==> config.mk <==
export PLATFORM = sky130hd
export DESIGN_NAME = operand_stack_flat
export DESIGN_NICKNAME = d
export VERILOG_FILES = /design/src/design/stack_cpu_pkg.sv /design/src/design/stack_ctrl_if.sv /design/src/design/operand_stack.sv /design/src/flat_wrapper.sv
export SDC_FILE = /design/constraint.sdc
export NUM_CORES = 1
export LEC_CHECK = 0
export BUFFER_PORTS_ARGS = -buffer_cell sky130_fd_sc_hd__buf_2
export CORE_MARGIN = 3
export CORE_UTILIZATION = 65
export CTS_CLUSTER_DIAMETER = 30
export DETAILED_ROUTE_END_ITERATION = 12
export HOLD_SLACK_MARGIN = 0.15
export PLACE_DENSITY = 0.84
export SETUP_SLACK_MARGIN = 0.4
export SLEW_MARGIN = 0
export SYNTH_ARGS = -nofsm -noshare
export SYNTH_HDL_FRONTEND = slang
export SYNTH_SLANG_ARGS = --single-unit
==> constraint.sdc <==
create_clock -name clk -period 8.9 [get_ports clk]
set_input_delay 2.225 -clock clk [delete_from_list [all_inputs] [get_ports clk]]
set_output_delay 2.225 -clock clk [all_outputs]
set_load 0.005 [all_outputs]
==> src/design/stack_cpu_pkg.sv <==
// Stack CPU shared definitions
// Word and address types, opcode and ALU function codes,
// run states and instruction field positions
package stack_cpu_pkg;

   //////////////////////////////////////////////////
   // Widths and types
   //////////////////////////////////////////////////
   localparam int WORD_WIDTH = 18;   // Data word
   localparam int ADDR_WIDTH = 12;   // Memory and PC address
   localparam int FRAC_BITS  = 8;    // 10.8 fixed point
   localparam int NUM_PORTS  = 4;    // In and out ports each

   typedef logic [WORD_WIDTH-1:0] word_t;
   typedef logic [ADDR_WIDTH-1:0] addr_t;
   typedef logic [1:0]            port_idx_t;

   //////////////////////////////////////////////////
   // Instruction fields
   //////////////////////////////////////////////////
   localparam int OPC_MSB  = 15;
   localparam int OPC_LSB  = 12;
   localparam int IMM_MSB  = 11;     // Immediate/address is 11:0
   localparam int FUNC_MSB = 4;      // ALU function is 4:0
   localparam int PPPC_BIT = 0;      // 0 pushpc, 1 poppc

   // Opcodes, codes 10 to 12 unused (run as NOP)
   typedef enum logic [3:0] {
      OPC_HALT  = 4'b0000,
      OPC_PUSHI = 4'b0001,
      OPC_PUSH  = 4'b0010,
      OPC_POP   = 4'b0011,
      OPC_JMP   = 4'b0100,
      OPC_JZ    = 4'b0101,
      OPC_JNZ   = 4'b0110,
      OPC_LD    = 4'b0111,
      OPC_ST    = 4'b1000,
      OPC_PPPC  = 4'b1001,
      OPC_IN    = 4'b1101,
      OPC_OUT   = 4'b1110,
      OPC_OP    = 4'b1111
   } opcode_e;

   // ALU functions, bit 4 clear means binary (pops one)
   typedef enum logic [4:0] {
      ALU_ADD  = 5'b00000,
      ALU_SUB  = 5'b00001,
      ALU_MUL  = 5'b00010,
      ALU_SHL  = 5'b00011,
      ALU_SHR  = 5'b00100,
      ALU_BAND = 5'b00101,
      ALU_BOR  = 5'b00110,
      ALU_BXOR = 5'b00111,
      ALU_AND  = 5'b01000,
      ALU_OR   = 5'b01001,
      ALU_EQ   = 5'b01010,
      ALU_NE   = 5'b01011,
      ALU_GE   = 5'b01100,
      ALU_LE   = 5'b01101,
      ALU_GT   = 5'b01110,
      ALU_LT   = 5'b01111,
      ALU_NEG  = 5'b10000,
      ALU_BNOT = 5'b10001,
      ALU_NOT  = 5'b10010,
      ALU_A    = 5'b10011,   // dup
      ALU_B    = 5'b10111,   // drop
      ALU_AA   = 5'b11011,   // dropnext
      ALU_BA   = 5'b11111    // over
   } alu_func_e;

   typedef enum logic [1:0] {
      IDLE_A = 2'b00,
      IDLE_B = 2'b01,       // First fetch
      EXEC   = 2'b10
   } run_state_e;

endpackage

==> src/design/stack_ctrl_if.sv <==
// Decoded control strobes, decoder to stack and result datapath
// All levels are combinational and valid in EXEC only
`timescale 1ns/1ps

interface stack_ctrl_if;

   logic push, pop, pop2, thru, load_top;                       // Stack
   logic dbus_imm, dbus_top, dbus_alu, dbus_ram, dbus_port, dbus_pc; // Data bus source
   logic abus_imm, abus_top, abus_next;                         // Address source
   logic ram_write, port_write;
   logic pc_inc, jump, pop_pc;                                  // PC select

   modport decode (
      output push, pop, pop2, thru, load_top,
      output dbus_imm, dbus_top, dbus_alu, dbus_ram, dbus_port, dbus_pc,
      output abus_imm, abus_top, abus_next,
      output ram_write, port_write,
      output pc_inc, jump, pop_pc
   );

   modport stack (input push, pop, pop2, thru, load_top);

   modport result (
      input dbus_imm, dbus_top, dbus_alu, dbus_ram, dbus_port, dbus_pc,
      input abus_imm, abus_top, abus_next,
      input port_write,
      input pc_inc, jump, pop_pc
   );

endinterface

==> src/design/operand_stack.sv <==
// Operand stack
// Register-file stack growing downward, top/next read ports,
// with a through path that puts memory read data on top
`timescale 1ns/1ps

module operand_stack #(
   parameter int STACK_DEPTH = 8
) (
   input  logic                 clk,
   input  logic                 reset,
   stack_ctrl_if.stack          ctrl,
   input  stack_cpu_pkg::word_t d,          // Data bus
   input  stack_cpu_pkg::word_t mem_data,   // RAM read data
   output stack_cpu_pkg::word_t top,
   output stack_cpu_pkg::word_t next
);
   import stack_cpu_pkg::*;

   localparam int PTR_W = $clog2(STACK_DEPTH);

   word_t            mem [STACK_DEPTH];
   logic [PTR_W-1:0] ptr;          // Current top entry
   logic [PTR_W-1:0] ptr_next;
   logic [PTR_W-1:0] nxt_next;     // Entry under new top
   logic [PTR_W-1:0] top_addr;
   logic [PTR_W-1:0] next_addr;
   logic             thru_q;       // RAM data arrives this cycle
   logic             thru_write;
   word_t            top_wdata;

   //////////////////////////////////////////////////
   // Pointer
   //////////////////////////////////////////////////
   always_comb
   begin
      if (ctrl.push)
         ptr_next = ptr - 1'b1;
      else if (ctrl.pop)
         ptr_next = ptr + 1'b1;
      else if (ctrl.pop2)
         ptr_next = ptr + PTR_W'(2);
      else
         ptr_next = ptr;
   end

   assign nxt_next = ptr_next + 1'b1;

   always_ff @(posedge clk or negedge reset)
   begin
      if (!reset)
      begin
         ptr    <= '0;
         thru_q <= 1'b0;
      end
      else
      begin
         ptr    <= ptr_next;
         thru_q <= ctrl.thru;      // Matches RAM read latency
      end
   end

   //////////////////////////////////////////////////
   // Storage
   //////////////////////////////////////////////////
   // Delayed through data is committed unless the stack moves
   assign thru_write = thru_q && !(ctrl.push || ctrl.pop || ctrl.pop2);
   assign top_wdata  = ctrl.load_top ? d : mem_data;

   always_ff @(posedge clk)
   begin
      if (ctrl.load_top || thru_write)
         mem[ptr_next] <= top_wdata;
      if (ctrl.push && thru_q)
         mem[nxt_next] <= mem_data;  // Pending through value sinks one
      top_addr  <= ptr_next;
      next_addr <= nxt_next;
   end

   assign top  = thru_q ? mem_data : mem[top_addr];
   assign next = mem[next_addr];

endmodule

==> src/flat_wrapper.sv <==
// flat-port wrapper written by rule: the top's interface ports become plain ports
module operand_stack_flat import stack_cpu_pkg::*;
#(
   parameter int STACK_DEPTH = 8
)
  (clk, reset, d, mem_data, top, next, ctrl_push, ctrl_pop, ctrl_pop2, ctrl_thru, ctrl_load_top);
  stack_ctrl_if ctrl_i ();
  input  logic clk;
  input  logic reset;
  input  stack_cpu_pkg::word_t d;
  input  stack_cpu_pkg::word_t mem_data;
  output stack_cpu_pkg::word_t top;
  output stack_cpu_pkg::word_t next;
  input wire logic [$bits(ctrl_i.push)-1:0] ctrl_push;
  input wire logic [$bits(ctrl_i.pop)-1:0] ctrl_pop;
  input wire logic [$bits(ctrl_i.pop2)-1:0] ctrl_pop2;
  input wire logic [$bits(ctrl_i.thru)-1:0] ctrl_thru;
  input wire logic [$bits(ctrl_i.load_top)-1:0] ctrl_load_top;
  assign ctrl_i.push = ctrl_push;
  assign ctrl_i.pop = ctrl_pop;
  assign ctrl_i.pop2 = ctrl_pop2;
  assign ctrl_i.thru = ctrl_thru;
  assign ctrl_i.load_top = ctrl_load_top;
  operand_stack #(.STACK_DEPTH(STACK_DEPTH)) u_core (.clk(clk), .reset(reset), .ctrl(ctrl_i), .d(d), .mem_data(mem_data), .top(top), .next(next));
endmodule
# Word-level counts from Yosys, hierarchy flattened
# Memory sizes are Yosys's and may differ from the RTL's. A register that Yosys moved wholly into a read port is not among the register bits.
# Index checks and enable logic that the tools add are counted.
[word_totals] mem_bits_rw=144 register_bits=4 memories=1
[mem_list] memory="u_core.mem" words=8 word_bits=18 rd=2 rd_clocked_by_memory_dff=2 write_ports=2 line="operand_stack.sv:21" source="word_t mem [STACK_DEPTH];"
[op_classes] mux=9 reduce_logical=6 n_addsub=4
[ops] operator="2-to-1 mux 18 bit" n=2
[ops] operator="2-to-1 mux 3 bit" n=3
[ops] operator="adder 3 x 1 -> 3 bit (second input constant)" n=2
[ops] operator="2-to-1 mux 1 bit" n=4
[ops] operator="adder 3 x 2 -> 3 bit (second input constant)" n=1
[ops] operator="logical OR 1 bit" n=3
[ops] operator="subtractor 3 x 1 -> 3 bit (second input constant)" n=1
[ops] operator="logical AND 1 bit" n=2
[ops] operator="zero test 1 bit" n=1

# Longest topological paths before layout
[depth] word_depth=7 mapped_depth=11 mapped_depth_nobuf=10

# Least setup slack after synthesis
# Ideal clock, no wire load.
[synth_path] kind="input to register" startpoint="input port ctrl_push" endpoint="memory u_core.mem[2][0] (netlist name) (enable)" slack_ns=3.787 cell_stages=7 path_buffers=1 arrival_ns=4.713 path_cell_list="buf_6 and3b_1 a221o_1 ha_1 nor3b_1 a22oi_1 o22ai_1"
[synth_rtl] item="from (decl)" line="flat_wrapper.sv:14" source="input wire logic [$bits(ctrl_i.push)-1:0] ctrl_push;"
[synth_rtl] item="to (decl)" line="operand_stack.sv:21"

# Final worst setup path
[layout_path] startpoint="input port mem_data[16]" endpoint="output port top[16]"
[layout_between] elab_chain_cells=1
[layout_lines] item="from (decl)" line="flat_wrapper.sv:11" source="input stack_cpu_pkg::word_t mem_data;"
[layout_lines] item="2-to-1 mux 18 bit" line="operand_stack.sv:79" source="assign top = thru_q ? mem_data : mem[top_addr];"
[layout_lines] item="to (decl)" line="flat_wrapper.sv:12" source="output stack_cpu_pkg::word_t top;"
# Every way passes these cells.

==> results.yml <==
layout:
  final_cell_area_sq_um: 10000
  antenna_cells: 0
  drive_above_1_share_pct: 29.6
  area_delta_synth_final_pct: 11.4
  nets: 835
  final_util_pct: 74.7
  stdcell_count: 978
global_route:
  track_usage_pct: 32.5
  antenna_found_initial: 0
  grt_overflow: 0
  first_global_vias: 6788
  grt_pass1_wl_um: 36100
  grt_max_degree: 38
synth:
  syn_nets: 788
  muxShareOfSynthArea_pct: 24.3
  yosysWarnings: 0
  synth_top_family_by_area: "multiplexers"
  synth.distinct_cells: 35
  synthTopCellsByArea: "edfxtp_1 (48%), mux4_2 (18%), a21oi_1 (8.4%)"
  yosys.area_share.simple_pct: 8.11
  synthesis.area_sq_um: 8980
  ys_seq_area_share_pct: 50.6
  synth_top_area_cell: "edfxtp_1"
  synth_compound_area_share_pct: 11.5
  syn_area_per_cell_sq_um: 12.1
  yosysTopAreaCellShare_pct: 48.1
  synth_seq_cells: 154
  synthAdderAreaFrac_pct: 0.418
  synthXorXnorAreaFrac_pct: 0.585
  synth_cells: 742
sta:
  period_minus_slack_ns: 5.06
  rsz0062_at_grt: "false"
  skew_ns: 0.00460
  holdWs_ns: 0.762
  max_freq_ghz: 0.197
  tns_ns: 0
  tightest_slew_ns: 1.25
  period_share_pct: 56.9
  setup_viol: 0
  slew_viol_final: 0
  layout_setup_ws_ns: 3.84
  hold_viol: 0
  relSlewSlack_pct: 16.4
cts:
  cts_buffer_depth: 2
  path_clk_slew_ns: 0.06
  cts_resized: 0
  numCtsBuffers: 17
  postCtsHoldBufs: 0
  post_cts_buffers: 0
  cts_tree: "built"
  htree_levels: 4
  root_buffer: "clkbuf_16"
  cts_sinks: 154
  clock_latency_ns: 0.43
worst_setup_path:
  r2r_cells: 10
  cp_max_fo: 10
  endpoint_kind: "primary output"
  critPathRequiredTime_ns: 6.68
  arrival_ns: 2.84
  r2r_slack_ns: 4.75
  cp-start-kind: "input pin"
  crit_type: "in -> out"
floorplanning:
  ioPinCount: 79
  initial_core_util_pct: 67.0
  core_sq_um: 13400
  fp-row-count: 42
  die_w_um: 124
  dieHeight_um: 124
  die-area_sq_um: 15300
power_and_ir_drop:
  total_power_mw: 3.51
  power_per_cell_area_nw_per_um2: 351
  power_leakage_nw: 3.64
  vdd_drop_max_mv: 0.293
placement:
  portBuffers: 78
  pre_cts_ws_ns: 3.54
  dpl.hpwl_um: 14300
  gp_congestion: 0.898
  dp.cells: 946
  placed_area_sq_um: 9400
routing:
  drtIter0Drc: 1224
  vias_per_cell: 6.90
  vias: 6747
  wirelength_um: 23700
  ant_nets: 0
  drc: 0
  drt_pre_antenna_iters: 6
  routedWlPerCell_um: 24.3
worst_hold_path:
  hold_depth: 2
  hp-class: "reg -> reg"
outcome:
  status: "finished clean"
flow_run:
  max_cap_viol_count: 0
worst max-delay path: stages:
cell and delay [ns]:
buf_2 0.19, nand2_1 0.08, o21ai_0 0.16, buf_2 0.18
power by group:
part | switching (mW) | leakage, nW | internal, mW
registers | 0.135 | 1.41 | 1.08
clock network | 0.290 | 0.295 | 0.464
logic | 0.822 | 1.93 | 0.728
kinds of logic (layout without fill, tap and decap cells):
family	count (synthesis)	count (layout)
and+or+nand+nor	186	186
adders and majority gates	3	3
DFF	154	154
xor gates and xnor gates	6	6
AOI/OAI and AO/OA	191	191
muxes	126	126
buffers and inverters	76	136
area by class of cell:
class                      count  area (sq um)
clock buffer                  17           425
multi-input combinational    512          4070
fill                         802          3390
timing repair buffer          98           541
sequential                   154          4550
tap                          176           220
inverter                       6          22.5
clock inverter                15           181
worst paths after layout:
path	from	endpoint
hold reg to reg	u_core.ptr[2]	flip-flop
setup / recovery	mem_data[16]	top[16]
max in group asynchronous	reset	u_core.ptr[1]
setup reg to reg	u_core.ptr[0]	u_core.mem[3][9]
min in group asynchronous	reset	u_core.thru_q
hold / removal	u_core.ptr[2]	flip-flop
flip-flops by register name (all words and copies together) (netlist names), named ones only:
name and count:
u_core.mem 144, u_core.ptr 3, u_core.thru_q 1
per-layer routing:
metal | GRT usage [%] | wire (um) | share of wire [%]
met5 | 0 | 0 | 0
met4 | 16.5 | 1050 | 4.4
met2 | 51.8 | 11800 | 50
met3 | 8.05 | 2870 | 12
met1 | 41.8 | 7970 | 34
Yosys cell counts:
| cell | count |
|---|---|
| a21oi_1 | 150 |
| nor2_1 | 148 |
| edfxtp_1 | 144 |
| mux4_2 | 72 |
| mux2i_1 | 36 |
| buf_2 | 33 |
| nand2_1 | 27 |
| clkbuf_1 | 20 |
| mux2_2 | 18 |
| o21ai_0 | 18 |
| buf_6 | 9 |
| o21ai_2 | 8 |
| dfxtp_1 | 6 |
| o22ai_1 | 6 |
| buf_1 | 5 |
| inv_1 | 5 |
| dfrtp_1 | 4 |
| o211ai_1 | 4 |
| xnor2_1 | 4 |
| buf_4 | 3 |
| ha_1 | 3 |
| a211oi_2 | 2 |
| nor2b_1 | 2 |
| nor3_1 | 2 |
| or3_1 | 2 |
| xor2_1 | 2 |
| a21boi_0 | 1 |
| a221o_1 | 1 |
| a22oi_1 | 1 |
| and3b_1 | 1 |
| clkinv_1 | 1 |
| nand2b_1 | 1 |
| nand3b_1 | 1 |
| nand4_1 | 1 |
| nor3b_1 | 1 |
placed cells by master, fill, tap and decap left out, drive strengths merged:
cell	count
a211oi	2
clkbuf	17
nor3b	1
a22oi	1
nand4	1
a221o	1
dfrtp	4
nand3b	1
mux2	18
edfxtp	144
mux2i	36
or3	2
xnor2	4
nor3	2
inv	5
bufinv	4
xor2	2
o21ai	26
clkinvlp	3
nand2	27
nor2	148
mux4	72
a21oi	150
a21boi	1
o211ai	4
and3b	1
buf	98
o22ai	6
clkinv	9
dfxtp	6
ha	3
nor2b	2
nand2b	1
Power figures use the tool's default switching activity.
