--- config.mk ---
export PLATFORM = sky130hd
export DESIGN_NAME = stack_alu
export DESIGN_NICKNAME = d
export VERILOG_FILES = /design/src/design/stack_cpu_pkg.sv /design/src/design/stack_alu.sv
export SDC_FILE = /design/constraint.sdc
export NUM_CORES = 1
export LEC_CHECK = 0
export ABC_AREA = 1
export BUFFER_PORTS_ARGS = -buffer_cell sky130_fd_sc_hd__buf_2
export CORE_MARGIN = 2
export CORE_UTILIZATION = 30
export DETAILED_ROUTE_END_ITERATION = 6
export PLACE_DENSITY = 0.56
export SLEW_MARGIN = 20
export SYNTH_ARGS = -nofsm -noshare
export SYNTH_HDL_FRONTEND = slang
export SYNTH_SLANG_ARGS = --single-unit
export TNS_END_PERCENT = 30
--- constraint.sdc ---
create_clock -name vclk -period 8.3
set_clock_uncertainty 0.2 [all_clocks]
set_input_delay 0.415 -clock vclk [all_inputs]
set_output_delay 0.415 -clock vclk [all_outputs]
set_load 0.05 [all_outputs]
--- src/design/stack_cpu_pkg.sv ---
// Stack CPU shared definitions
// Word and address types, opcode and ALU function codes,
// run states and instruction field positions
package stack_cpu_pkg;

   //////////////////////////////////////////////////
   // Widths and types
   //////////////////////////////////////////////////
   localparam int WORD_WIDTH = 18;   // Data word
   localparam int ADDR_WIDTH = 12;   // Memory and PC address
   localparam int FRAC_BITS  = 8;    // 10.8 fixed point
   localparam int NUM_PORTS  = 4;    // In and out ports each

   typedef logic [WORD_WIDTH-1:0] word_t;
   typedef logic [ADDR_WIDTH-1:0] addr_t;
   typedef logic [1:0]            port_idx_t;

   //////////////////////////////////////////////////
   // Instruction fields
   //////////////////////////////////////////////////
   localparam int OPC_MSB  = 15;
   localparam int OPC_LSB  = 12;
   localparam int IMM_MSB  = 11;     // Immediate/address is 11:0
   localparam int FUNC_MSB = 4;      // ALU function is 4:0
   localparam int PPPC_BIT = 0;      // 0 pushpc, 1 poppc

   // Opcodes, codes 10 to 12 unused (run as NOP)
   typedef enum logic [3:0] {
      OPC_HALT  = 4'b0000,
      OPC_PUSHI = 4'b0001,
      OPC_PUSH  = 4'b0010,
      OPC_POP   = 4'b0011,
      OPC_JMP   = 4'b0100,
      OPC_JZ    = 4'b0101,
      OPC_JNZ   = 4'b0110,
      OPC_LD    = 4'b0111,
      OPC_ST    = 4'b1000,
      OPC_PPPC  = 4'b1001,
      OPC_IN    = 4'b1101,
      OPC_OUT   = 4'b1110,
      OPC_OP    = 4'b1111
   } opcode_e;

   // ALU functions, bit 4 clear means binary (pops one)
   typedef enum logic [4:0] {
      ALU_ADD  = 5'b00000,
      ALU_SUB  = 5'b00001,
      ALU_MUL  = 5'b00010,
      ALU_SHL  = 5'b00011,
      ALU_SHR  = 5'b00100,
      ALU_BAND = 5'b00101,
      ALU_BOR  = 5'b00110,
      ALU_BXOR = 5'b00111,
      ALU_AND  = 5'b01000,
      ALU_OR   = 5'b01001,
      ALU_EQ   = 5'b01010,
      ALU_NE   = 5'b01011,
      ALU_GE   = 5'b01100,
      ALU_LE   = 5'b01101,
      ALU_GT   = 5'b01110,
      ALU_LT   = 5'b01111,
      ALU_NEG  = 5'b10000,
      ALU_BNOT = 5'b10001,
      ALU_NOT  = 5'b10010,
      ALU_A    = 5'b10011,   // dup
      ALU_B    = 5'b10111,   // drop
      ALU_AA   = 5'b11011,   // dropnext
      ALU_BA   = 5'b11111    // over
   } alu_func_e;

   typedef enum logic [1:0] {
      IDLE_A = 2'b00,
      IDLE_B = 2'b01,       // First fetch
      EXEC   = 2'b10
   } run_state_e;

endpackage

--- src/design/stack_alu.sv ---
// Stack ALU
// Computes b op a over 23 functions, comparisons in offset binary,
// multiply in signed 10.8 fixed point
`timescale 1ns/1ps

module stack_alu (
   input  stack_cpu_pkg::word_t     a,       // Top
   input  stack_cpu_pkg::word_t     b,       // Next
   input  stack_cpu_pkg::alu_func_e func,
   output stack_cpu_pkg::word_t     result
);
   import stack_cpu_pkg::*;

   localparam word_t SIGN_OFS = {1'b1, {(WORD_WIDTH-1){1'b0}}};  // 0x20000

   word_t                         a_ofs;
   word_t                         b_ofs;
   logic signed [2*WORD_WIDTH-1:0] prod;
   word_t                         mul_out;

   // Offset binary so signed order becomes unsigned order
   assign a_ofs = a + SIGN_OFS;
   assign b_ofs = b + SIGN_OFS;

   assign prod    = $signed(a) * $signed(b);
   assign mul_out = {prod[2*WORD_WIDTH-1], prod[WORD_WIDTH+FRAC_BITS-2:FRAC_BITS]};

   always_comb
   begin
      case (func)
         ALU_ADD:  result = b + a;
         ALU_SUB:  result = b - a;
         ALU_MUL:  result = mul_out;
         ALU_SHL:  result = b << a;
         ALU_SHR:  result = b >> a;
         ALU_BAND: result = b & a;
         ALU_BOR:  result = b | a;
         ALU_BXOR: result = b ^ a;
         ALU_AND:  result = word_t'((b != '0) && (a != '0));   // 0 or 1
         ALU_OR:   result = word_t'((b != '0) || (a != '0));
         ALU_EQ:   result = word_t'(b == a);
         ALU_NE:   result = word_t'(b != a);
         ALU_GE:   result = word_t'(b_ofs >= a_ofs);
         ALU_LE:   result = word_t'(b_ofs <= a_ofs);
         ALU_GT:   result = word_t'(b_ofs > a_ofs);
         ALU_LT:   result = word_t'(b_ofs < a_ofs);
         ALU_NEG:  result = -a;
         ALU_BNOT: result = ~a;
         ALU_NOT:  result = word_t'(a == '0);
         ALU_A,
         ALU_AA:   result = a;       // dup, dropnext
         ALU_B,
         ALU_BA:   result = b;       // drop, over
         default:  result = '0;
      endcase
   end

endmodule

Word-level counts from Yosys, hierarchy flattened
Index checks and enable logic that the tools add are counted.

$mul: 1. Bitwise gates (word level): 4. Order comparisons: 4. Equal/unequal tests: 24. $add $sub $neg: 5. Muxes and demuxes: 1. Reduce and logical (&&, ||, !) cells: 8. Shift operators: 2.

Operators with widths (count): $pmux 18 s21 (1); $eq 5x4->1 const B (8); $add 18x18->18 const B (2); $mul 18x18->36 (1); $reduce_bool 18->1 (2); $eq 5x5->1 const B (7); $eq 5x3->1 const B (4); $add 18x18->18 (1); $and 18x18->18 (1); $eq 18x18->1 (1); $ge 18x18->1 (1); $gt 18x18->1 (1); $le 18x18->1 (1); $logic_not 18->1 (1); $lt 18x18->1 (1); $ne 18x18->1 (1); $neg 18->18 (1); $not 18->18 (1); $or 18x18->18 (1); $shl 18x18->18 (1); $shr 18x18->18 (1); $sub 18x18->18 (1); $xor 18x18->18 (1); $eq 5x2->1 const B (2); other kinds (5) (6).

Bits of input ports: 41. Bits in registers: 0.

Longest topological paths before layout
Gate-level depths: netlist of run 1.

Depth in word-level cells: 3. Depth in mapped cells: 31.

Worst setup path before layout of run 1
OpenSTA, ideal clock, no wires.

Path kind: in2out. Start point: input port b[4]. End point: output port result[17]. Required time: 7685 ps. Arrival time: 5914 ps. Path buffers: 2. Slack: 1771 ps. Cell stages on the path: 22. Path through: clkbuf_1 buf_1 nand2_1 fa_1 inv_1 fa_1 fa_1 fa_1 fa_1 inv_1 fa_1 inv_1 ha_1 nand2_1 nor2_1 nand2_1 nor3b_1 nand2_1 nand3_1 nand2_1 nand3_1 nand3_2.

Cells in the longest elaborated chain, start to end: 2. Elaborated cells between the ends (all ways): 6.

Ends and longest elaborated chain: start: declaration (RTL line stack_alu.sv:8) `input stack_cpu_pkg::word_t b,`; $mul 18x18->36, or another cell as far along (RTL line stack_alu.sv:25) `assign prod = $signed(a) * $signed(b);`; $pmux 18 s21 * (RTL line stack_alu.sv:30) `case (func)`; end: declaration (RTL line stack_alu.sv:10) `output stack_cpu_pkg::word_t result`.

Every way passes the cells marked *; elsewhere a longest branch is shown, timed or not.

Final worst setup path of run 1
Start point: input port b[3]. End point: output port result[17].

The elaborated chain is that of the path after synthesis.

==> flow_summary.toml, run 1 <==
[outcome]
status = "complete, no violations"

[detailed_routing]
drt_wl_total_um = 63000
drtIter0Drc = 1713
viasPerCell = 4.97
vias = 16700
drtPass1Iterations = 6
wl_per_cell_um = 18.8
drtAntennaViolNets = 0
drc = 0

[global_route]
grt_first_pass_wirelength_um = 99000
overflow = 0
grt_max_degree = 38
antenna_found_initial = 2
grt_pass1_vias = 16700
grt_usage = 0.209

[yosys]
synth_most_common_cell = "inv_1"
synthAdderAreaFrac = 0.471
synth_cell_types = 56
yosys_warnings = 0
syn-num-nets = 3125
synth.area.top_cells = "fa_1 37%, inv_1 14%, nand2_1 13%"
synth_top_area_frac = 0.370
yosysSeqAreaShare = 0
synth_top_family_by_area = "adder cells"
syn_avg_cell_area_sq_um = 6.84
synth.area.mux_share = 0.000560
synth.largest_area_cell = "fa_1"
synth-simple-area-share = 0.257
synth-compound-area-share = 0.0883
syn_inst = 2610
synth_xor_area_frac = 0.00785
syn_area_sq_um = 17900
synthTopCellsByCount = "674 x inv_1, 628 x nand2_1, 330 x fa_1"

[clocking]
ctsHoldBuffers = 0
cts_resized = 0
postCtsSetupRepairBufs = 0

[sta]
final_max_slew_viol_count = 0
tightest_slew_ps = 977
min_period_ps = 7160
slew-limit-headroom = 0.347
hold_viol_final = 0
finalSetupViolCount = 0
rsz0062_at_grt = "no"
fmax_mhz = 140
period_share = 0.863
fin_setup_tns_ps = 0
fin_ws_ps = 1140

[floorplan]
start_util = 0.303
rows = 89
fp.dieH_um = 248
io_pins = 59
fp.dieArea_sq_um = 61500
fp.coreArea_sq_um = 58900
die_w_um = 248

[finish]
multi_input_area_sq_um = 14700
instances_no_fill = 3356
syn_to_final_growth_pct = 5.05
fill_cells = 6520
stdcell_area_sq_um = 18800
seq_cells = 0
drive_above_1_share = 0.0635
seq_area_sq_um = 0
fin_nets = 3098
clockBufferCount = 0

[worst_hold_path]
min_path_type = "input pin to output port"
hp-start = "func[4]"

[worst_setup_path]
crit_chain = "buf_2 > nand2_1 > fa_1 > fa_1 > inv_1 > fa_1 > fa_1 > fa_1 > inv_1 > fa_1 > inv_1 > ha_1 > inv_1 > nor3_1 > nor3b_1 > nand2_1 > nand3b_1 > nand3_1 > nand3_2 > buf_2"
path_max_fanout = 21
end_kind = "output port"
crit_required_ps = 7690
path_class = "input pin to output port"
crit_top_cell = "fa_1"
startpoint_type = "input pin"
critPathSlowestCell = "fa_1"
startpoint = "b[3]"
critPathArrivalTime_ps = 6550
cp_slowest_stage_delay_ps = 730

[placed_design]
dpl_cell_area_sq_um = 18800
placedCellCount = 3354
hpwl_um = 50500
numPortBuffers = 59
post-place-ws_ps = 1140
gp_congestion = 1.01

[power_and_ir_drop]
powerDensity_nw_per_um2 = 405
fin_total_pwr_mw = 7.61
vdd_drop_max_mv = 0.424
power_leakage_nw = 10.5

[flow_run]
drv_cap = 0
stage by stage:
stage | hold WS (ps) | util
4_1_cts | 1360 | 0.318
2_1_floorplan | 1000 | -
3_3_place_gp | 1360 | 0.318
3_5_place_dp | 1350 | 0.318
6_report | 1370 | 0.318
5_1_grt | 1410 | 0.318
critical path: cells and delay by family:
family	cells	cell delay, ps
buffers and inverters	6	1030
AND/OR/NAND/NOR	7	1580
adder cells (fa/ha/maj)	7	3490
metal layers:
layer,track usage,share of wire,vias to the layer above
li1,-,-,7768
met1,0.302,0.45,8157
met2,0.329,0.44,676
met3,0.0250,0.079,95
met4,0.0514,0.029,0
met5,0,0,-
path summary, 6_finish.rpt:
kind,end,depth (start not counted)
setup / recovery,result[17],20
hold / removal,result[0],7
where the power goes:
part	leakage (nW)	switching [mW]	internal [mW]
logic	10.5	4.77	2.84
registers	0	0	0
clock network	0.0000127	0	0.0000000323
total	10.5	4.77	2.84
cell families (layout without fill, tap and decap cells):
logic type / after synthesis / in the layout
other cells: 0 / 2
buf+inv: 803 / 774
simple gates: 1045 / 1045
fa+ha+maj: 474 / 474
mux: 1 / 1
xor+xnor: 16 / 16
compound gates: 271 / 271
layout make-up:
type / instances / share of cell area
diodes: 2 / 0.000267
inverters: 695 / 0.139
multi-input cells: 1807 / 0.785
well taps: 773 / 0.0516
repair buffers: 79 / 0.0237
cells in the final DEF, fill, tap and decap left out, types with 6 or more instances in the layout:
cell,instances
fa_1,330
nand3_4,6
o21ai_0,72
a21o_1,6
a21oi_1,97
o22ai_1,19
xnor2_1,9
o21bai_1,7
nand2_2,24
nor3_1,26
nor4_1,6
inv_1,674
nand2_1,628
o211ai_1,12
o221ai_1,6
nand4_1,28
nor2_1,116
buf_4,20
o21ai_2,7
a211oi_1,7
buf_2,59
inv_2,14
nor2_2,11
xor2_1,7
nand3_1,168
ha_1,144
o21ai_1,15
Power figures use the tool's default switching activity.
==> run 2, diff against run 1 <==
- BUFFER_PORTS_ARGS: -buffer_cell sky130_fd_sc_hd__buf_2 -> default
- DONT_BUFFER_PORTS: default -> 1
- TNS_END_PERCENT: 30 -> default
==> flow_summary.toml, run 2 (same netlist as run 1, synthesis figures left out) <==
[finish]
fin_nets = 3026
stdcell_area_sq_um = 18400
drive_above_1_share = 0.0367
seq_area_sq_um = 0
final_cell_mix = "674 x inv_1, 628 x nand2_1, 330 x fa_1"
syn_to_final_growth_pct = 2.82
utilization = 0.312
fill_cells = 6467
clockBufferCount = 0
diodes = 0
seq_cells = 0
mostFrequentLayoutCell = "inv_1"

[placed_design]
dpl_cell_area_sq_um = 18400
post-place-ws_ps = 1650
hpwl_um = 49700
gp_congestion = 0.989
numPortBuffers = 0

[worst_setup_path]
crit_top_cell = "fa_1"
crit_required_ps = 7690
cp_slowest_stage_delay_ps = 830
startpoint_type = "input pin"
critPathTopFamily = "adder cells"
cp_num_cells = 20
path_buf_inv = 3
path_max_fanout = 21
critPathArrivalTime_ps = 6010
path_class = "input pin to output port"
end_kind = "output port"
critPathSlowestCell = "fa_1"
crit_chain = "nand2_1 > fa_1 > inv_1 > fa_1 > fa_1 > fa_1 > fa_1 > inv_1 > fa_1 > inv_1 > ha_1 > nand2_1 > nor2_1 > nand2_1 > nor3b_1 > nand2_1 > nand3_1 > nand2_1 > nand3_1 > nand3_2"

[sta]
holdWs_ps = 1070
tightest_slew_ps = 1080
fin_setup_tns_ps = 0
period_share = 0.798
rsz0062_at_grt = "no"
final_max_slew_viol_count = 0
fin_ws_ps = 1680
slew-limit-headroom = 0.277
finalSetupViolCount = 0
hold_viol_final = 0
min_period_ps = 6620
fmax_mhz = 151

[flow_run]
drv_cap = 0

[detailed_routing]
drt_wl_total_um = 64100
drtIter0Drc = 1450
vias = 16600
wl_per_cell_um = 19.5
drtPass1Iterations = 7
viasPerCell = 5.05
drc = 2
drtAntennaViolNets = 0

[power_and_ir_drop]
power_switching_mw = 4.60
intPower_mw = 2.80
vdd_drop_max_mv = 0.427
p_clk_frac = 0
switching_share = 0.621
p_comb_frac = 1.000
p_seq_frac = 0
powerDensity_nw_per_um2 = 403
power_leakage_nw = 10.2

[global_route]
antenna_found_initial = 1
grt_first_pass_wirelength_um = 99000
grt_max_degree = 50
overflow = 0
grt_usage = 0.211
grt_pass1_vias = 16600

[floorplan]
fp.coreArea_sq_um = 58900
fp.dieH_um = 248
die_w_um = 248
rows = 89
start_util = 0.303
fp.dieArea_sq_um = 61500
io_pins = 59

[clocking]
postCtsSetupRepairBufs = 0
ctsHoldBuffers = 0
cts_resized = 0

[outcome]
status = "finished, violations left"
violations = "DRC"

[worst_hold_path]
holdPathStages = 3
min_path_type = "input pin to output port"
run 2: changes by cell type in the layout (fill, tap and decap cells not counted):
cell     delta
buf_2      -59
buf_4      -13
diode_2     -2
run 2: worst paths after layout:
path              startpoint          to  slack, ps
setup / recovery        b[3]  result[17]       1680
hold / removal          a[3]   result[3]       1070
run 2: stage by stage:
step	instances	total power [mW]
2_1_floorplan	2610	5.69
3_3_place_gp	3282	7.37
3_5_place_dp	3282	7.38
4_1_cts	3282	7.42
5_1_grt	3282	8.65
6_report	3282	7.41
run 2: per-layer routing:
metal,part of all wire,routed length (um),global-route usage,vias up
li1,-,-,-,7618
met1,0.43,27400,0.289,8016
met2,0.44,28100,0.336,791
met3,0.098,6280,0.0455,134
met4,0.036,2290,0.0532,0
met5,0,0,0,-
run 2: area by class of cell:
class,count,area [sq um],area share
timing repair buffer,7,52.6,0.00286
multi-input combinational,1807,14700,0.802
inverter,695,2620,0.142
tap,773,967,0.0527
run 2: power by group through the flow:
stage	combinational, mW	sequential (mW)	clock (mW)
floorplan	5.69	0	0
finish	7.41	0	0
global route	8.65	0	0
global placement	7.37	0	0
detailed placement	7.38	0	0
CTS	7.42	0	0
