### src/design/stack_cpu_pkg.sv
// Stack CPU shared definitions
// Word and address types, opcode and ALU function codes,
// run states and instruction field positions
package stack_cpu_pkg;

   //////////////////////////////////////////////////
   // Widths and types
   //////////////////////////////////////////////////
   localparam int WORD_WIDTH = 18;   // Data word
   localparam int ADDR_WIDTH = 12;   // Memory and PC address
   localparam int FRAC_BITS  = 8;    // 10.8 fixed point
   localparam int NUM_PORTS  = 4;    // In and out ports each

   typedef logic [WORD_WIDTH-1:0] word_t;
   typedef logic [ADDR_WIDTH-1:0] addr_t;
   typedef logic [1:0]            port_idx_t;

   //////////////////////////////////////////////////
   // Instruction fields
   //////////////////////////////////////////////////
   localparam int OPC_MSB  = 15;
   localparam int OPC_LSB  = 12;
   localparam int IMM_MSB  = 11;     // Immediate/address is 11:0
   localparam int FUNC_MSB = 4;      // ALU function is 4:0
   localparam int PPPC_BIT = 0;      // 0 pushpc, 1 poppc

   // Opcodes, codes 10 to 12 unused (run as NOP)
   typedef enum logic [3:0] {
      OPC_HALT  = 4'b0000,
      OPC_PUSHI = 4'b0001,
      OPC_PUSH  = 4'b0010,
      OPC_POP   = 4'b0011,
      OPC_JMP   = 4'b0100,
      OPC_JZ    = 4'b0101,
      OPC_JNZ   = 4'b0110,
      OPC_LD    = 4'b0111,
      OPC_ST    = 4'b1000,
      OPC_PPPC  = 4'b1001,
      OPC_IN    = 4'b1101,
      OPC_OUT   = 4'b1110,
      OPC_OP    = 4'b1111
   } opcode_e;

   // ALU functions, bit 4 clear means binary (pops one)
   typedef enum logic [4:0] {
      ALU_ADD  = 5'b00000,
      ALU_SUB  = 5'b00001,
      ALU_MUL  = 5'b00010,
      ALU_SHL  = 5'b00011,
      ALU_SHR  = 5'b00100,
      ALU_BAND = 5'b00101,
      ALU_BOR  = 5'b00110,
      ALU_BXOR = 5'b00111,
      ALU_AND  = 5'b01000,
      ALU_OR   = 5'b01001,
      ALU_EQ   = 5'b01010,
      ALU_NE   = 5'b01011,
      ALU_GE   = 5'b01100,
      ALU_LE   = 5'b01101,
      ALU_GT   = 5'b01110,
      ALU_LT   = 5'b01111,
      ALU_NEG  = 5'b10000,
      ALU_BNOT = 5'b10001,
      ALU_NOT  = 5'b10010,
      ALU_A    = 5'b10011,   // dup
      ALU_B    = 5'b10111,   // drop
      ALU_AA   = 5'b11011,   // dropnext
      ALU_BA   = 5'b11111    // over
   } alu_func_e;

   typedef enum logic [1:0] {
      IDLE_A = 2'b00,
      IDLE_B = 2'b01,       // First fetch
      EXEC   = 2'b10
   } run_state_e;

endpackage

### src/design/stack_ctrl_if.sv
// Decoded control strobes, decoder to stack and result datapath
// All levels are combinational and valid in EXEC only
`timescale 1ns/1ps

interface stack_ctrl_if;

   logic push, pop, pop2, thru, load_top;                       // Stack
   logic dbus_imm, dbus_top, dbus_alu, dbus_ram, dbus_port, dbus_pc; // Data bus source
   logic abus_imm, abus_top, abus_next;                         // Address source
   logic ram_write, port_write;
   logic pc_inc, jump, pop_pc;                                  // PC select

   modport decode (
      output push, pop, pop2, thru, load_top,
      output dbus_imm, dbus_top, dbus_alu, dbus_ram, dbus_port, dbus_pc,
      output abus_imm, abus_top, abus_next,
      output ram_write, port_write,
      output pc_inc, jump, pop_pc
   );

   modport stack (input push, pop, pop2, thru, load_top);

   modport result (
      input dbus_imm, dbus_top, dbus_alu, dbus_ram, dbus_port, dbus_pc,
      input abus_imm, abus_top, abus_next,
      input port_write,
      input pc_inc, jump, pop_pc
   );

endinterface

### src/design/instr_decoder.sv
// Instruction decoder
// Run-state sequencer plus per-opcode strobe decode in EXEC
`timescale 1ns/1ps

module instr_decoder (
   input  logic                     clk,
   input  logic                     reset,
   input  logic                     run,
   input  stack_cpu_pkg::word_t     instr,
   input  stack_cpu_pkg::word_t     top,
   output stack_cpu_pkg::run_state_e state,
   stack_ctrl_if.decode             ctrl
);
   import stack_cpu_pkg::*;

   opcode_e   opc;
   alu_func_e func;
   logic      halt;

   assign opc  = opcode_e'(instr[OPC_MSB:OPC_LSB]);
   assign func = alu_func_e'(instr[FUNC_MSB:0]);

   //////////////////////////////////////////////////
   // Run state
   //////////////////////////////////////////////////
   always_ff @(posedge clk or negedge reset)
   begin
      if (!reset)
         state <= IDLE_A;
      else
         case (state)
            IDLE_A:  if (run) state <= IDLE_B;
            IDLE_B:  state <= EXEC;             // Fetch done
            EXEC:    if (halt) state <= IDLE_A;
            default: state <= IDLE_A;
         endcase
   end

   //////////////////////////////////////////////////
   // Strobe decode
   //////////////////////////////////////////////////
   always_comb
   begin
      halt            = 1'b0;
      ctrl.push       = 1'b0;
      ctrl.pop        = 1'b0;
      ctrl.pop2       = 1'b0;
      ctrl.thru       = 1'b0;
      ctrl.load_top   = 1'b0;
      ctrl.dbus_imm   = 1'b0;
      ctrl.dbus_top   = 1'b0;
      ctrl.dbus_alu   = 1'b0;
      ctrl.dbus_ram   = 1'b0;
      ctrl.dbus_port  = 1'b0;
      ctrl.dbus_pc    = 1'b0;
      ctrl.abus_imm   = 1'b0;
      ctrl.abus_top   = 1'b0;
      ctrl.abus_next  = 1'b0;
      ctrl.ram_write  = 1'b0;
      ctrl.port_write = 1'b0;
      ctrl.pc_inc     = 1'b0;
      ctrl.jump       = 1'b0;
      ctrl.pop_pc     = 1'b0;

      if (state == EXEC)
         case (opc)
            OPC_HALT:  halt = 1'b1;             // No increment, back to idle
            OPC_PUSHI:
            begin
               ctrl.dbus_imm = 1'b1;
               ctrl.load_top = 1'b1;
               ctrl.push     = 1'b1;
               ctrl.pc_inc   = 1'b1;
            end
            OPC_PUSH:
            begin
               ctrl.abus_imm = 1'b1;
               ctrl.push     = 1'b1;
               ctrl.thru     = 1'b1;            // RAM data lands next cycle
               ctrl.pc_inc   = 1'b1;
            end
            OPC_POP:
            begin
               ctrl.abus_imm  = 1'b1;
               ctrl.dbus_top  = 1'b1;
               ctrl.ram_write = 1'b1;
               ctrl.pop       = 1'b1;
               ctrl.pc_inc    = 1'b1;
            end
            OPC_JMP:   ctrl.jump = 1'b1;
            OPC_JZ, OPC_JNZ:
            begin
               // Taken when top test matches opcode
               if ((top == '0) == (opc == OPC_JZ))
                  ctrl.jump = 1'b1;
               else
                  ctrl.pc_inc = 1'b1;
               ctrl.pop = 1'b1;                 // Always drops the flag
            end
            OPC_LD:
            begin
               ctrl.abus_top = 1'b1;
               ctrl.thru     = 1'b1;            // Replaces top with mem
               ctrl.pc_inc   = 1'b1;
            end
            OPC_ST:
            begin
               ctrl.abus_next = 1'b1;           // next = address
               ctrl.dbus_top  = 1'b1;           // top = value
               ctrl.ram_write = 1'b1;
               ctrl.pop2      = 1'b1;
               ctrl.pc_inc    = 1'b1;
            end
            OPC_PPPC:
               if (!instr[PPPC_BIT])
               begin
                  ctrl.dbus_pc  = 1'b1;         // Push return address
                  ctrl.load_top = 1'b1;
                  ctrl.push     = 1'b1;
                  ctrl.pc_inc   = 1'b1;
               end
               else
               begin
                  ctrl.pop_pc = 1'b1;
                  ctrl.pop    = 1'b1;
               end
            OPC_IN:
            begin
               ctrl.dbus_port = 1'b1;
               ctrl.load_top  = 1'b1;
               ctrl.push      = 1'b1;
               ctrl.pc_inc    = 1'b1;
            end
            OPC_OUT:
            begin
               ctrl.dbus_top   = 1'b1;
               ctrl.port_write = 1'b1;
               ctrl.pop        = 1'b1;
               ctrl.pc_inc     = 1'b1;
            end
            OPC_OP:
            begin
               ctrl.dbus_alu = 1'b1;
               ctrl.load_top = 1'b1;
               ctrl.pc_inc   = 1'b1;
               // Binary ops and drop/dropnext shrink, dup/over grow
               ctrl.pop  = !func[FUNC_MSB] || func == ALU_B || func == ALU_AA;
               ctrl.push = func == ALU_A || func == ALU_BA;
            end
            default:   ctrl.pc_inc = 1'b1;      // Unused codes as NOP
         endcase
   end

endmodule

### src/flat_wrapper.sv
// flat-port wrapper written by rule: the top's interface ports become plain ports
module instr_decoder_flat import stack_cpu_pkg::*;
  (clk, reset, run, instr, top, state, ctrl_push, ctrl_pop, ctrl_pop2, ctrl_thru, ctrl_load_top, ctrl_dbus_imm, ctrl_dbus_top, ctrl_dbus_alu, ctrl_dbus_ram, ctrl_dbus_port, ctrl_dbus_pc, ctrl_abus_imm, ctrl_abus_top, ctrl_abus_next, ctrl_ram_write, ctrl_port_write, ctrl_pc_inc, ctrl_jump, ctrl_pop_pc);
  stack_ctrl_if ctrl_i ();
  input  logic clk;
  input  logic reset;
  input  logic run;
  input  stack_cpu_pkg::word_t instr;
  input  stack_cpu_pkg::word_t top;
  output stack_cpu_pkg::run_state_e state;
  output wire logic [$bits(ctrl_i.push)-1:0] ctrl_push;
  output wire logic [$bits(ctrl_i.pop)-1:0] ctrl_pop;
  output wire logic [$bits(ctrl_i.pop2)-1:0] ctrl_pop2;
  output wire logic [$bits(ctrl_i.thru)-1:0] ctrl_thru;
  output wire logic [$bits(ctrl_i.load_top)-1:0] ctrl_load_top;
  output wire logic [$bits(ctrl_i.dbus_imm)-1:0] ctrl_dbus_imm;
  output wire logic [$bits(ctrl_i.dbus_top)-1:0] ctrl_dbus_top;
  output wire logic [$bits(ctrl_i.dbus_alu)-1:0] ctrl_dbus_alu;
  output wire logic [$bits(ctrl_i.dbus_ram)-1:0] ctrl_dbus_ram;
  output wire logic [$bits(ctrl_i.dbus_port)-1:0] ctrl_dbus_port;
  output wire logic [$bits(ctrl_i.dbus_pc)-1:0] ctrl_dbus_pc;
  output wire logic [$bits(ctrl_i.abus_imm)-1:0] ctrl_abus_imm;
  output wire logic [$bits(ctrl_i.abus_top)-1:0] ctrl_abus_top;
  output wire logic [$bits(ctrl_i.abus_next)-1:0] ctrl_abus_next;
  output wire logic [$bits(ctrl_i.ram_write)-1:0] ctrl_ram_write;
  output wire logic [$bits(ctrl_i.port_write)-1:0] ctrl_port_write;
  output wire logic [$bits(ctrl_i.pc_inc)-1:0] ctrl_pc_inc;
  output wire logic [$bits(ctrl_i.jump)-1:0] ctrl_jump;
  output wire logic [$bits(ctrl_i.pop_pc)-1:0] ctrl_pop_pc;
  assign ctrl_push = ctrl_i.push;
  assign ctrl_pop = ctrl_i.pop;
  assign ctrl_pop2 = ctrl_i.pop2;
  assign ctrl_thru = ctrl_i.thru;
  assign ctrl_load_top = ctrl_i.load_top;
  assign ctrl_dbus_imm = ctrl_i.dbus_imm;
  assign ctrl_dbus_top = ctrl_i.dbus_top;
  assign ctrl_dbus_alu = ctrl_i.dbus_alu;
  assign ctrl_dbus_ram = ctrl_i.dbus_ram;
  assign ctrl_dbus_port = ctrl_i.dbus_port;
  assign ctrl_dbus_pc = ctrl_i.dbus_pc;
  assign ctrl_abus_imm = ctrl_i.abus_imm;
  assign ctrl_abus_top = ctrl_i.abus_top;
  assign ctrl_abus_next = ctrl_i.abus_next;
  assign ctrl_ram_write = ctrl_i.ram_write;
  assign ctrl_port_write = ctrl_i.port_write;
  assign ctrl_pc_inc = ctrl_i.pc_inc;
  assign ctrl_jump = ctrl_i.jump;
  assign ctrl_pop_pc = ctrl_i.pop_pc;
  instr_decoder u_core (.clk(clk), .reset(reset), .run(run), .instr(instr), .top(top), .state(state), .ctrl(ctrl_i));
endmodule
### config.mk
export PLATFORM = sky130hd
export DESIGN_NAME = instr_decoder_flat
export DESIGN_NICKNAME = d
export VERILOG_FILES = /design/src/design/stack_cpu_pkg.sv /design/src/design/stack_ctrl_if.sv /design/src/design/instr_decoder.sv /design/src/flat_wrapper.sv
export SDC_FILE = /design/constraint.sdc
export NUM_CORES = 1
export LEC_CHECK = 0
export BUFFER_PORTS_ARGS = -buffer_cell sky130_fd_sc_hd__buf_4
export CAP_MARGIN = 20
export CORE_UTILIZATION = 32
export CTS_CLUSTER_DIAMETER = 80
export DETAILED_ROUTE_END_ITERATION = 7
export GPL_TIMING_DRIVEN = 0
export PLACE_DENSITY = 0.87
export REMOVE_ABC_BUFFERS = 1
export SETUP_SLACK_MARGIN = 0.02
export SYNTH_ARGS = -nofsm -noshare
export SYNTH_HDL_FRONTEND = slang
export SYNTH_SLANG_ARGS = --single-unit
### constraint.sdc
create_clock -name clk -period 2.1 [get_ports clk]
set_input_delay 0.63 -clock clk [delete_from_list [all_inputs] [get_ports clk]]
set_output_delay 0.63 -clock clk [all_outputs]
set_load 0.03 [all_outputs]
==> results of run 1 <==
[synthesized netlist by cell type (2+ instances only)]
cell       n
nand2b_1   2
or2_2      2
nor4_2     3
a21oi_1    6
inv_1      3
o21ai_0    3
nor4_1     2
nor3_1     8
nand2_1    7
buf_4      2
dfrtp_1    2
nor2_1    10
buf_2      4
nand3_1    3
[timing repair]
action | in CTS
hold endpoints to repair | 0
pin swaps | 23
resized for setup | 41
buffers inserted | 9
endpoints found under the setup margin | 15
[kinds of logic after synthesis]
kind of cell | share of synthesized area, %
AND/OR/NAND/NOR | 51.3
AO/OA/AOI/OAI | 21.2
buffers and inverters | 11.1
XOR/XNOR | 3.54
flip-flops | 10.1
multiplexers | 2.02
other | 0.757
[through the flow]
stage / TNS (ns) / std cells
detailed placement: -2.08 / 133
floorplan: -3.95 / 69
global placement: -2.02 / 133
CTS: -0.802 / 145
==> run summary, run 1 <==
The flow did not finish. The failing step is global routing (5_1_grt). The first error in the log reads "[ERROR DPL-0038] Utilization greater than 100%, impossible to legalize".

The number of storage elements in the synthesis netlist is 2. The dominant cell type by area after synthesis is dfrtp_1. The floorplan has 13 rows. The H-tree depth reported by CTS came out at 1. The warning count from the yosys run came out at 0.

In this run the deepest clock path goes through 2 buffers. Once global-route timing repair stopped, the endpoint with the least setup slack was ctrl_pc_inc. The top-level I/O count is 60. The post-placement cell area came out at 838 sq um. By area the synthesized netlist is led by dfrtp_1, nor3_1, nor2_1, nor4_2, a21oi_1. The post-synthesis instance total is 77. The maximum number of pins on one net before global-route repair came out at 15. The number of buffers inserted for hold repair after clock tree synthesis is 0.

The number of distinct standard cells referenced by the synthesized netlist is 34. The floorplan die width is 41.4 um. The number of buffer cells added on primary ports came out at 49. After the last repair the worst path ends at an output port. The total CTS buffers came out at 3. The area share of the largest cell type after synthesis is roughly a tenth. In this run the cell area of the synthesized design comes to between 400 and 500 sq um.

The clock root buffer is clkbuf_4. The half-perimeter wire length after detailed placement came out at 1.29 mm. Summing the sequential cell areas from Yosys gives 10.1% of the chip area.

The effective utilization at floorplan came out at 36.3%. Among all flip-flop cells after synthesis, the most frequent one is dfrtp_1. The global placement routability congestion came out at 0.768. Of all flip-flops after synthesis, the portion carrying an async set or reset was 100%. The mean post-synth cell area came out at 6.43 sq um. The number of enable flip-flop cells after synthesis came out at 0. The number of sinks driven by the clock tree came out at 2. The worst setup timing slack at the placement stage came out at -0.370 ns. The chip height is 41.4 um.
==> inputs of run 2 (changes only) <==
--- a/config.mk
+++ b/config.mk
@@ -7,13 +7,12 @@
 export LEC_CHECK = 0
 export BUFFER_PORTS_ARGS = -buffer_cell sky130_fd_sc_hd__buf_4
 export CAP_MARGIN = 20
-export CORE_UTILIZATION = 32
-export CTS_CLUSTER_DIAMETER = 80
+export CORE_AREA = 2 2 63 65
 export DETAILED_ROUTE_END_ITERATION = 7
+export DIE_AREA = 0 0 65 67
 export GPL_TIMING_DRIVEN = 0
-export PLACE_DENSITY = 0.87
+export PLACE_DENSITY_LB_ADDON = 0.15
 export REMOVE_ABC_BUFFERS = 1
-export SETUP_SLACK_MARGIN = 0.02
 export SYNTH_ARGS = -nofsm -noshare
 export SYNTH_HDL_FRONTEND = slang
 export SYNTH_SLANG_ARGS = --single-unit
==> run 2 against run 1 <==
Compared with the run above:
- synthesized area unchanged
- synthesized cell count unchanged
- the flow now finishes, with violations (negative setup slack)
==> run summary, run 2 <==
The first global-routing pass estimated 3.44 mm of wire. The number of filler instances in the final layout is about 370. The number of distinct standard cells referenced by the synthesized netlist came to 34 (unchanged). The number of pins exceeding their max-slew limit in the final report is 0.

The wire length reported by the detailed router is ~2.2 mm. After routing the design area is between 1000 and 1500 sq um. The final-stage net count is approximately 180. The worst clock skew on the final layout came out at ~0.0041 ns. dfrtp_1 takes more of the synthesized area than any other cell. The standard-cell row count is 22 (+9).

In the post-route analysis, the smallest setup slack over all paths is -0.303 ns. Using the TritonRoute via totals, the vias-per-cell ratio works out to 4.39. The maximum number of pins on one net before global-route repair came out at 15. The die covers 4360 sq um. The clock root buffer is clkbuf_8. The total CTS buffers came out at 3 (unchanged). The flow ran to the end, but the final reports show violations. The register with the most flip-flops in the layout has 2 of them. The number of storage elements in the synthesis netlist came out at 2 (unchanged). The floorplan die width came out at 65 um (+57%).

For this run, design rule violations remaining after detail routing come to 0. The post-synthesis instance total is 77 (unchanged). The highest ir drop seen on vdd came out at around 0.00021 V. The static leakage came out at 0.572 nW. The post-synthesis async set-or-reset flop share came out at 100% (unchanged). The post-placement cell area came out at 880 sq um (+4.9%). The top-level I/O count came out at 60 (unchanged).

The final critical path takes up 114% of the cycle. In this run the worst hold path is classified as in -> async. The chip height is 67 um (+62%). The average wire per cell in the routed design came out at 12.2 um.

For this run the aggregate overflow at the end of global routing stands at 0. The fmax came out at between 400 and 500 MHz. The total iterations of the first detailed-routing run came out at 3. The via total after detailed routing came out at 799. The number of antenna violations at the first check in global routing is 0. The combined area of all synthesized cells came to 495 sq um (unchanged). The global placement routability congestion is 0.682 (-11%). The critical path in this run is classified as in -> out. For the worst setup path, the data arrival time is 1.77 ns. Setup repair after global routing could not meet its margin everywhere. For this run, the slowest stage of the critical path takes 0.28 ns.

Clock-pin slew was measured on the worst setup and hold paths at 0.03 ns. The effective utilization at floorplan came to 13.7% (-23 points). For this design, the slowest cell found on the critical path is nor4_4. The worst hold margin came out at 0.195 ns. In the synthesized netlist, the cells that appear most often are nor2_1, nor3_1, nand2_1, a21oi_1, buf_2. For the worst-skew pair, the clock arrives at the later sink with an insertion delay of 0.21 ns. The number of enable flip-flop cells after synthesis came out at 0 (unchanged). The power per standard cell area came out at 539 nW/um^2.

Data on the critical path is required at its endpoint by 1.47 ns. The register with the most flip-flops in the final layout is u_core.state. The fraction of the yosys area taken by sequential cells came out at 10.1% (unchanged). Across the run, the number of max-cap violations was 0. The share of the core filled with cells in the final layout is 38.1%.

The critical-path maximum fanout is 3. The relative area change from synthesis to final layout came out at 177%. The buffer levels on the longest clock path came out at 2 (unchanged). Traced cell by cell, the critical path runs through buf_6 -> nor4_4 -> nand3_2 -> buf_6 -> o31ai_4 -> a211oi_2 -> buf_4. The warning count from the yosys run is 0 (unchanged). The number of sinks driven by the clock tree is 2 (unchanged). The number of buffer cells added on primary ports came out at 49 (unchanged).

The final setup violation count is 7. Once detail routing completed, the nets flagged for antenna violations numbered 0. The area share of the largest cell type after synthesis is 10.1% (unchanged). 0 antenna diodes ended up in the layout. The TritonCTS clock tree is yes. The worst setup timing slack at the placement stage is -0.443 ns (-0.0725 ns).

The most used cell along the critical path is buf_6. The worst setup path is captured at a primary output. The checks that failed: negative setup slack. In the final layout, the registers with the most flip-flops are u_core.state: 2 flops. In the layout the commonest cells are buf_4, buf_6, nand2_1, nor4_4, a21oi_1. Global routing used 10.0% of the available tracks across all layers. The launching element type of the critical path is a primary input. The library cell used most frequently in the layout, excluding fill and tap cells, is buf_4. For this run, the leading register cell type out of synthesis is dfrtp_1. The via count of the first global-routing pass came out at about 800.

The number of DRC markers after the initial detailed-route iteration came out at 7. The count of endpoints failing hold in the final timing report came out at 0. In the final layout, the share of cells above drive strength 1 is 73.9%. The H-tree depth reported by CTS is 1 (unchanged).

The most used standard cell by instance count after synthesis is nor2_1. By area the synthesized netlist is led by dfrtp_1, nor3_1, nor2_1, nor4_2, a21oi_1. The mean post-synth cell area was 6.43 sq um (unchanged).

The region available for standard cell placement spans about 3600 sq um. The post-layout minimum cycle time is 2.40 ns. The half-perimeter wire length after detailed placement is 1.48 mm (+15%).
-- run 2: area by class of cell --
class	count	area, sq um	area share (%)
clock buffer	3	41.3	3.01
inverter	3	13.8	1.00
multi-input combinational	64	613	44.7
sequential	2	50.0	3.65
tap	48	60.1	4.38
timing repair buffer	62	594	43.3
-- run 2: repair_timing --
item,4_1_cts,5_1_grt
endpoints found under the setup margin,15,15
resized for setup,49,32
pin swaps,20,21
buffers inserted,10,3
hold buffers,0,0
-- run 2: worst max-delay path: cells and delay by family --
family                 cells  cell delay (ns)
buffers and inverters      3             0.42
AND/OR/NAND/NOR            2             0.41
AO/OA/AOI/OAI              2             0.32
-- run 2: path summary, 6_finish.rpt --
kind	start	endpoint	slack, ns	cells past startpoint
worst max register to register	u_core.state[0]	u_core.state[1]	1.15	3
min in group clk	u_core.state[1]	u_core.state[0]	0.54	1
worst min-delay path	reset	u_core.state[0]	0.19	1
worst max-delay path	top[16]	ctrl_pc_inc	-0.30	7
max in group asynchronous	reset	u_core.state[1]	1.81	1
worst min register to register	u_core.state[1]	u_core.state[0]	0.54	1
-- run 2: kinds of logic (layout without fill, tap and decap cells) --
family                    count (synthesis)  in the layout  synth area share (%)
AOI/OAI and AO/OA                        16             16                  21.2
xor gates and xnor gates                  2              2                  3.54
buffers and inverters                    11             68                  11.1
DFF                                       2              2                  10.1
muxes                                     1              1                  2.02
other                                     1              1                 0.757
and+or+nand+nor                          44             44                  51.3
-- run 2: metal layers --
layer / track usage, % / routed length (um)
met1: 9.92 / 861
met2: 19.1 / 1170
met3: 3.89 / 188
met4: 3.19 / 0
met5: 0 / 0
-- run 2: per-stage QoR --
stage | cells | TNS (ns) | total power (W)
detailed placement | 166 | -2.55 | 0.000424
floorplan | 69 | -3.95 | 0.000263
global placement | 166 | -2.55 | 0.000422
CTS | 179 | -0.747 | 0.000700
global route | 182 | -1.18 | 0.000785
finish | 182 | -0.809 | 0.000740
-- run 2: report_power, final --
part / total [W] / switching, W / leakage (nW) / internal (W)
Sequential: 0.0000718 / 0.0000176 / 0.0252 / 0.0000542
Combinational: 0.000518 / 0.000273 / 0.525 / 0.000245
Clock: 0.000151 / 0.0000297 / 0.0216 / 0.000121
No activity file was read; power rests on OpenSTA's default activity.
==> inputs of run 3 (changes only) <==
==> constraint.sdc (replaced) <==
create_clock -name clk -period 3.1 [get_ports clk]
set_input_delay 0.31 -clock clk [delete_from_list [all_inputs] [get_ports clk]]
set_output_delay 0.31 -clock clk [all_outputs]
set_load 0.03 [all_outputs]
==> run 3 against run 2 <==
Compared with the run above:
- the flow now finishes without violations
- first-iteration DRC count is the same
- die area is the same
- worst setup slack gained 1.3 ns
- non-clock buffer count shrank 12
- clock power shrank 32%
- worst hold slack gained 0.19 ns
- sequential cell count is the same
- cell area shrank 32%
- critical path depth shrank 3
==> run summary, run 3 (synthesis results as in run 2) <==
The run finished with clean final reports. Walking the worst path, the cells encountered are nand2b_1 -> or3_4 -> nor4_1 -> buf_4. The total routing resource utilization after global routing is 8.96% (-1.1 points). The final setup violation count is 0 (-7).

The total design power came to 0.000389 W (-47%). The floorplan core area is 3610 sq um (unchanged). The clock-pin transition on the worst setup and hold timing paths came out at 0.03 ns (about the same). The library cell used most frequently in the layout, excluding fill and tap cells, is buf_4. The launching element type of the critical path is a register. The total congestion overflow after global routing is 0 (unchanged). Setup repair after global routing left no endpoint under its margin. The path category of the worst min-delay check is in -> reg. The total CTS buffers is 3 (unchanged). The chip height came to 67 um (unchanged).

The buffer levels on the longest clock path is 2 (unchanged). The share of the cycle needed by the critical path after routing is a little under 70%. The number of DRC markers after the initial detailed-route iteration was 7 (unchanged). The half-perimeter wire length after detailed placement was 1.48 mm (unchanged). The global placement routability congestion is 0.682 (unchanged). The proportion of layout cells with a drive suffix above 1 came out at 48.4% (-26 points). The final worst-path setup slack came out at 0.997 ns (+1.30 ns).

The delay contributed by the slowest stage of the critical path came to 0.43 ns (+0.15 ns). The overall die area is 4360 sq um (unchanged). The floorplan die width is 65 um (unchanged). The arrival time reported for the critical path endpoint was 1.79 ns (+0.02 ns).

The highest ir drop seen on vdd is 0.000105 V (-49%). The critical-path maximum fanout is 10 (+7). The fmax came out at 475 MHz. The wire length reported by the detailed router came out at 1.84 mm (-17%).

The worst hold margin came out at 0.381 ns (+0.186 ns). The number of remaining DRC errors came out at 0 (unchanged). The first-pass GRT wire length was 3.08 mm (-10%). STA classifies the critical path endpoint as a primary output. The number of filler instances in the final layout came out at 405 (+11%).

The average wire per cell in the routed design is 10.8 um (-11%). The via count of the first global-routing pass is 722 (-12%). The total iterations of the first detailed-routing run came out at 3 (unchanged).

The maximum number of pins on one net before global-route repair is 16 (+1). The standard-cell row count is 22 (unchanged). On the critical path, the stage with the largest delay is an instance of or3_4. The final-stage net count is 163 (-6.9%). The remaining antenna violation count was 0 (unchanged). The critical path data required time is 2.79 ns (+1.32 ns). The worst clock skew on the final layout is 0.00406 ns (-0.0000809 ns). The clock root buffer is clkbuf_8. Compared with the post-synthesis result, the final layout area differs by 87.9%. The number of buffer cells added on primary ports is 49 (unchanged). The post-layout minimum cycle time is 2.10 ns. In the final layout, the registers with the most flip-flops are u_core.state: 2 flops.

Leaving out fill and tap cells, the most frequent cells in the layout are buf_4, nor2_1, nor3_1, nand2_1, a21oi_1. The effective utilization at floorplan came out at 13.7% (unchanged). TritonCTS built the clock tree. The H-tree depth reported by CTS came out at 1 (unchanged). The worst setup timing slack at the placement stage is 1.20 ns (+1.64 ns). The detail-routed via count per cell came out at 4.31 (-1.9%). The via total after detailed routing is 732 (-8.4%).

u_core.state holds more flip-flops than any other register. The count of maximum capacitance violations is 0 (unchanged). The summed negative setup slack over all endpoints is 0 ns (+0.809 ns).

The critical path is of the reg -> out type. The top-level I/O count came out at 60 (unchanged). The number of antenna violations at the first check in global routing is 0 (unchanged). The clock latency reported for the late side of the worst-skew pair came out at 0.21 ns (about the same). The number of pins exceeding their max-slew limit in the final report came out at 0 (unchanged).

The count of endpoints failing hold in the final timing report came to 0 (unchanged). The diode insertion count for antenna repair is 0 (unchanged). The number of sinks driven by the clock tree is 2 (unchanged). The number of flip-flops in the largest register was 2 (unchanged). The power per standard cell area came out at 418 nW/um^2 (-22%).

The static leakage came out at 0.433 nW (-24%).
-- run 3: path summary, 6_finish.rpt --
path	startpoint	endpoint	slack, ns	depth (start not counted)
max in group asynchronous	reset	u_core.state[1]	2.58	2
min in group asynchronous	reset	u_core.state[0]	0.43	2
hold reg to reg	u_core.state[1]	u_core.state[0]	0.49	1
setup / recovery	u_core.state[0]	ctrl_dbus_pc	1.0	4
hold / removal	run	u_core.state[0]	0.38	2
setup reg to reg	u_core.state[0]	u_core.state[1]	2.06	2
-- run 3: timing repair --
| item | CTS | global route |
|---|---|---|
| setup buffers | 0 | 0 |
| gates resized for setup | 0 | 0 |
| endpoints found under the hold margin | 2 | 0 |
| hold buffers | 1 | 0 |
| endpoints found under the setup margin | 0 | 0 |
-- run 3: where the power goes --
part / switching, W / internal, W / total (W) / leakage [nW]
Clock: 0.0000200 / 0.0000821 / 0.000102 / 0.0216
Combinational: 0.000145 / 0.0000953 / 0.000240 / 0.386
Sequential: 0.0000106 / 0.0000368 / 0.0000474 / 0.0252
-- run 3: per-layer routing --
layer	track usage, %	wire [um]	vias to the layer above
met3	3.38	173	0
met1	10.1	778	335
met4	3.19	0	0
met2	15.3	892	32
li1	-	-	365
met5	0	0	-
-- run 3: cell type report --
cell class	count	area (sq um)	area share, %
inverter	3	11.3	1.21
multi-input combinational	64	390	41.9
timing repair buffer	50	378	40.6
tap	48	60.1	6.45
clock buffer	3	41.3	4.44
sequential	2	50.0	5.38
-- run 3: through the flow --
stage / util, % / std cells / area, sq um
2_1_floorplan: - / 69 / 452
3_3_place_gp: 24.4 / 166 / 880
3_5_place_dp: 24.4 / 166 / 880
4_1_cts: 25.8 / 170 / 931
5_1_grt: 25.8 / 170 / 931
6_report: 25.8 / 170 / 931
-- run 3: critical path: cells and delay by family, from the launching register on --
kind	cells	cell delay, ns
and+or+nand+nor	3	0.97
DFF	1	0.39
buffers and inverters	1	0.22
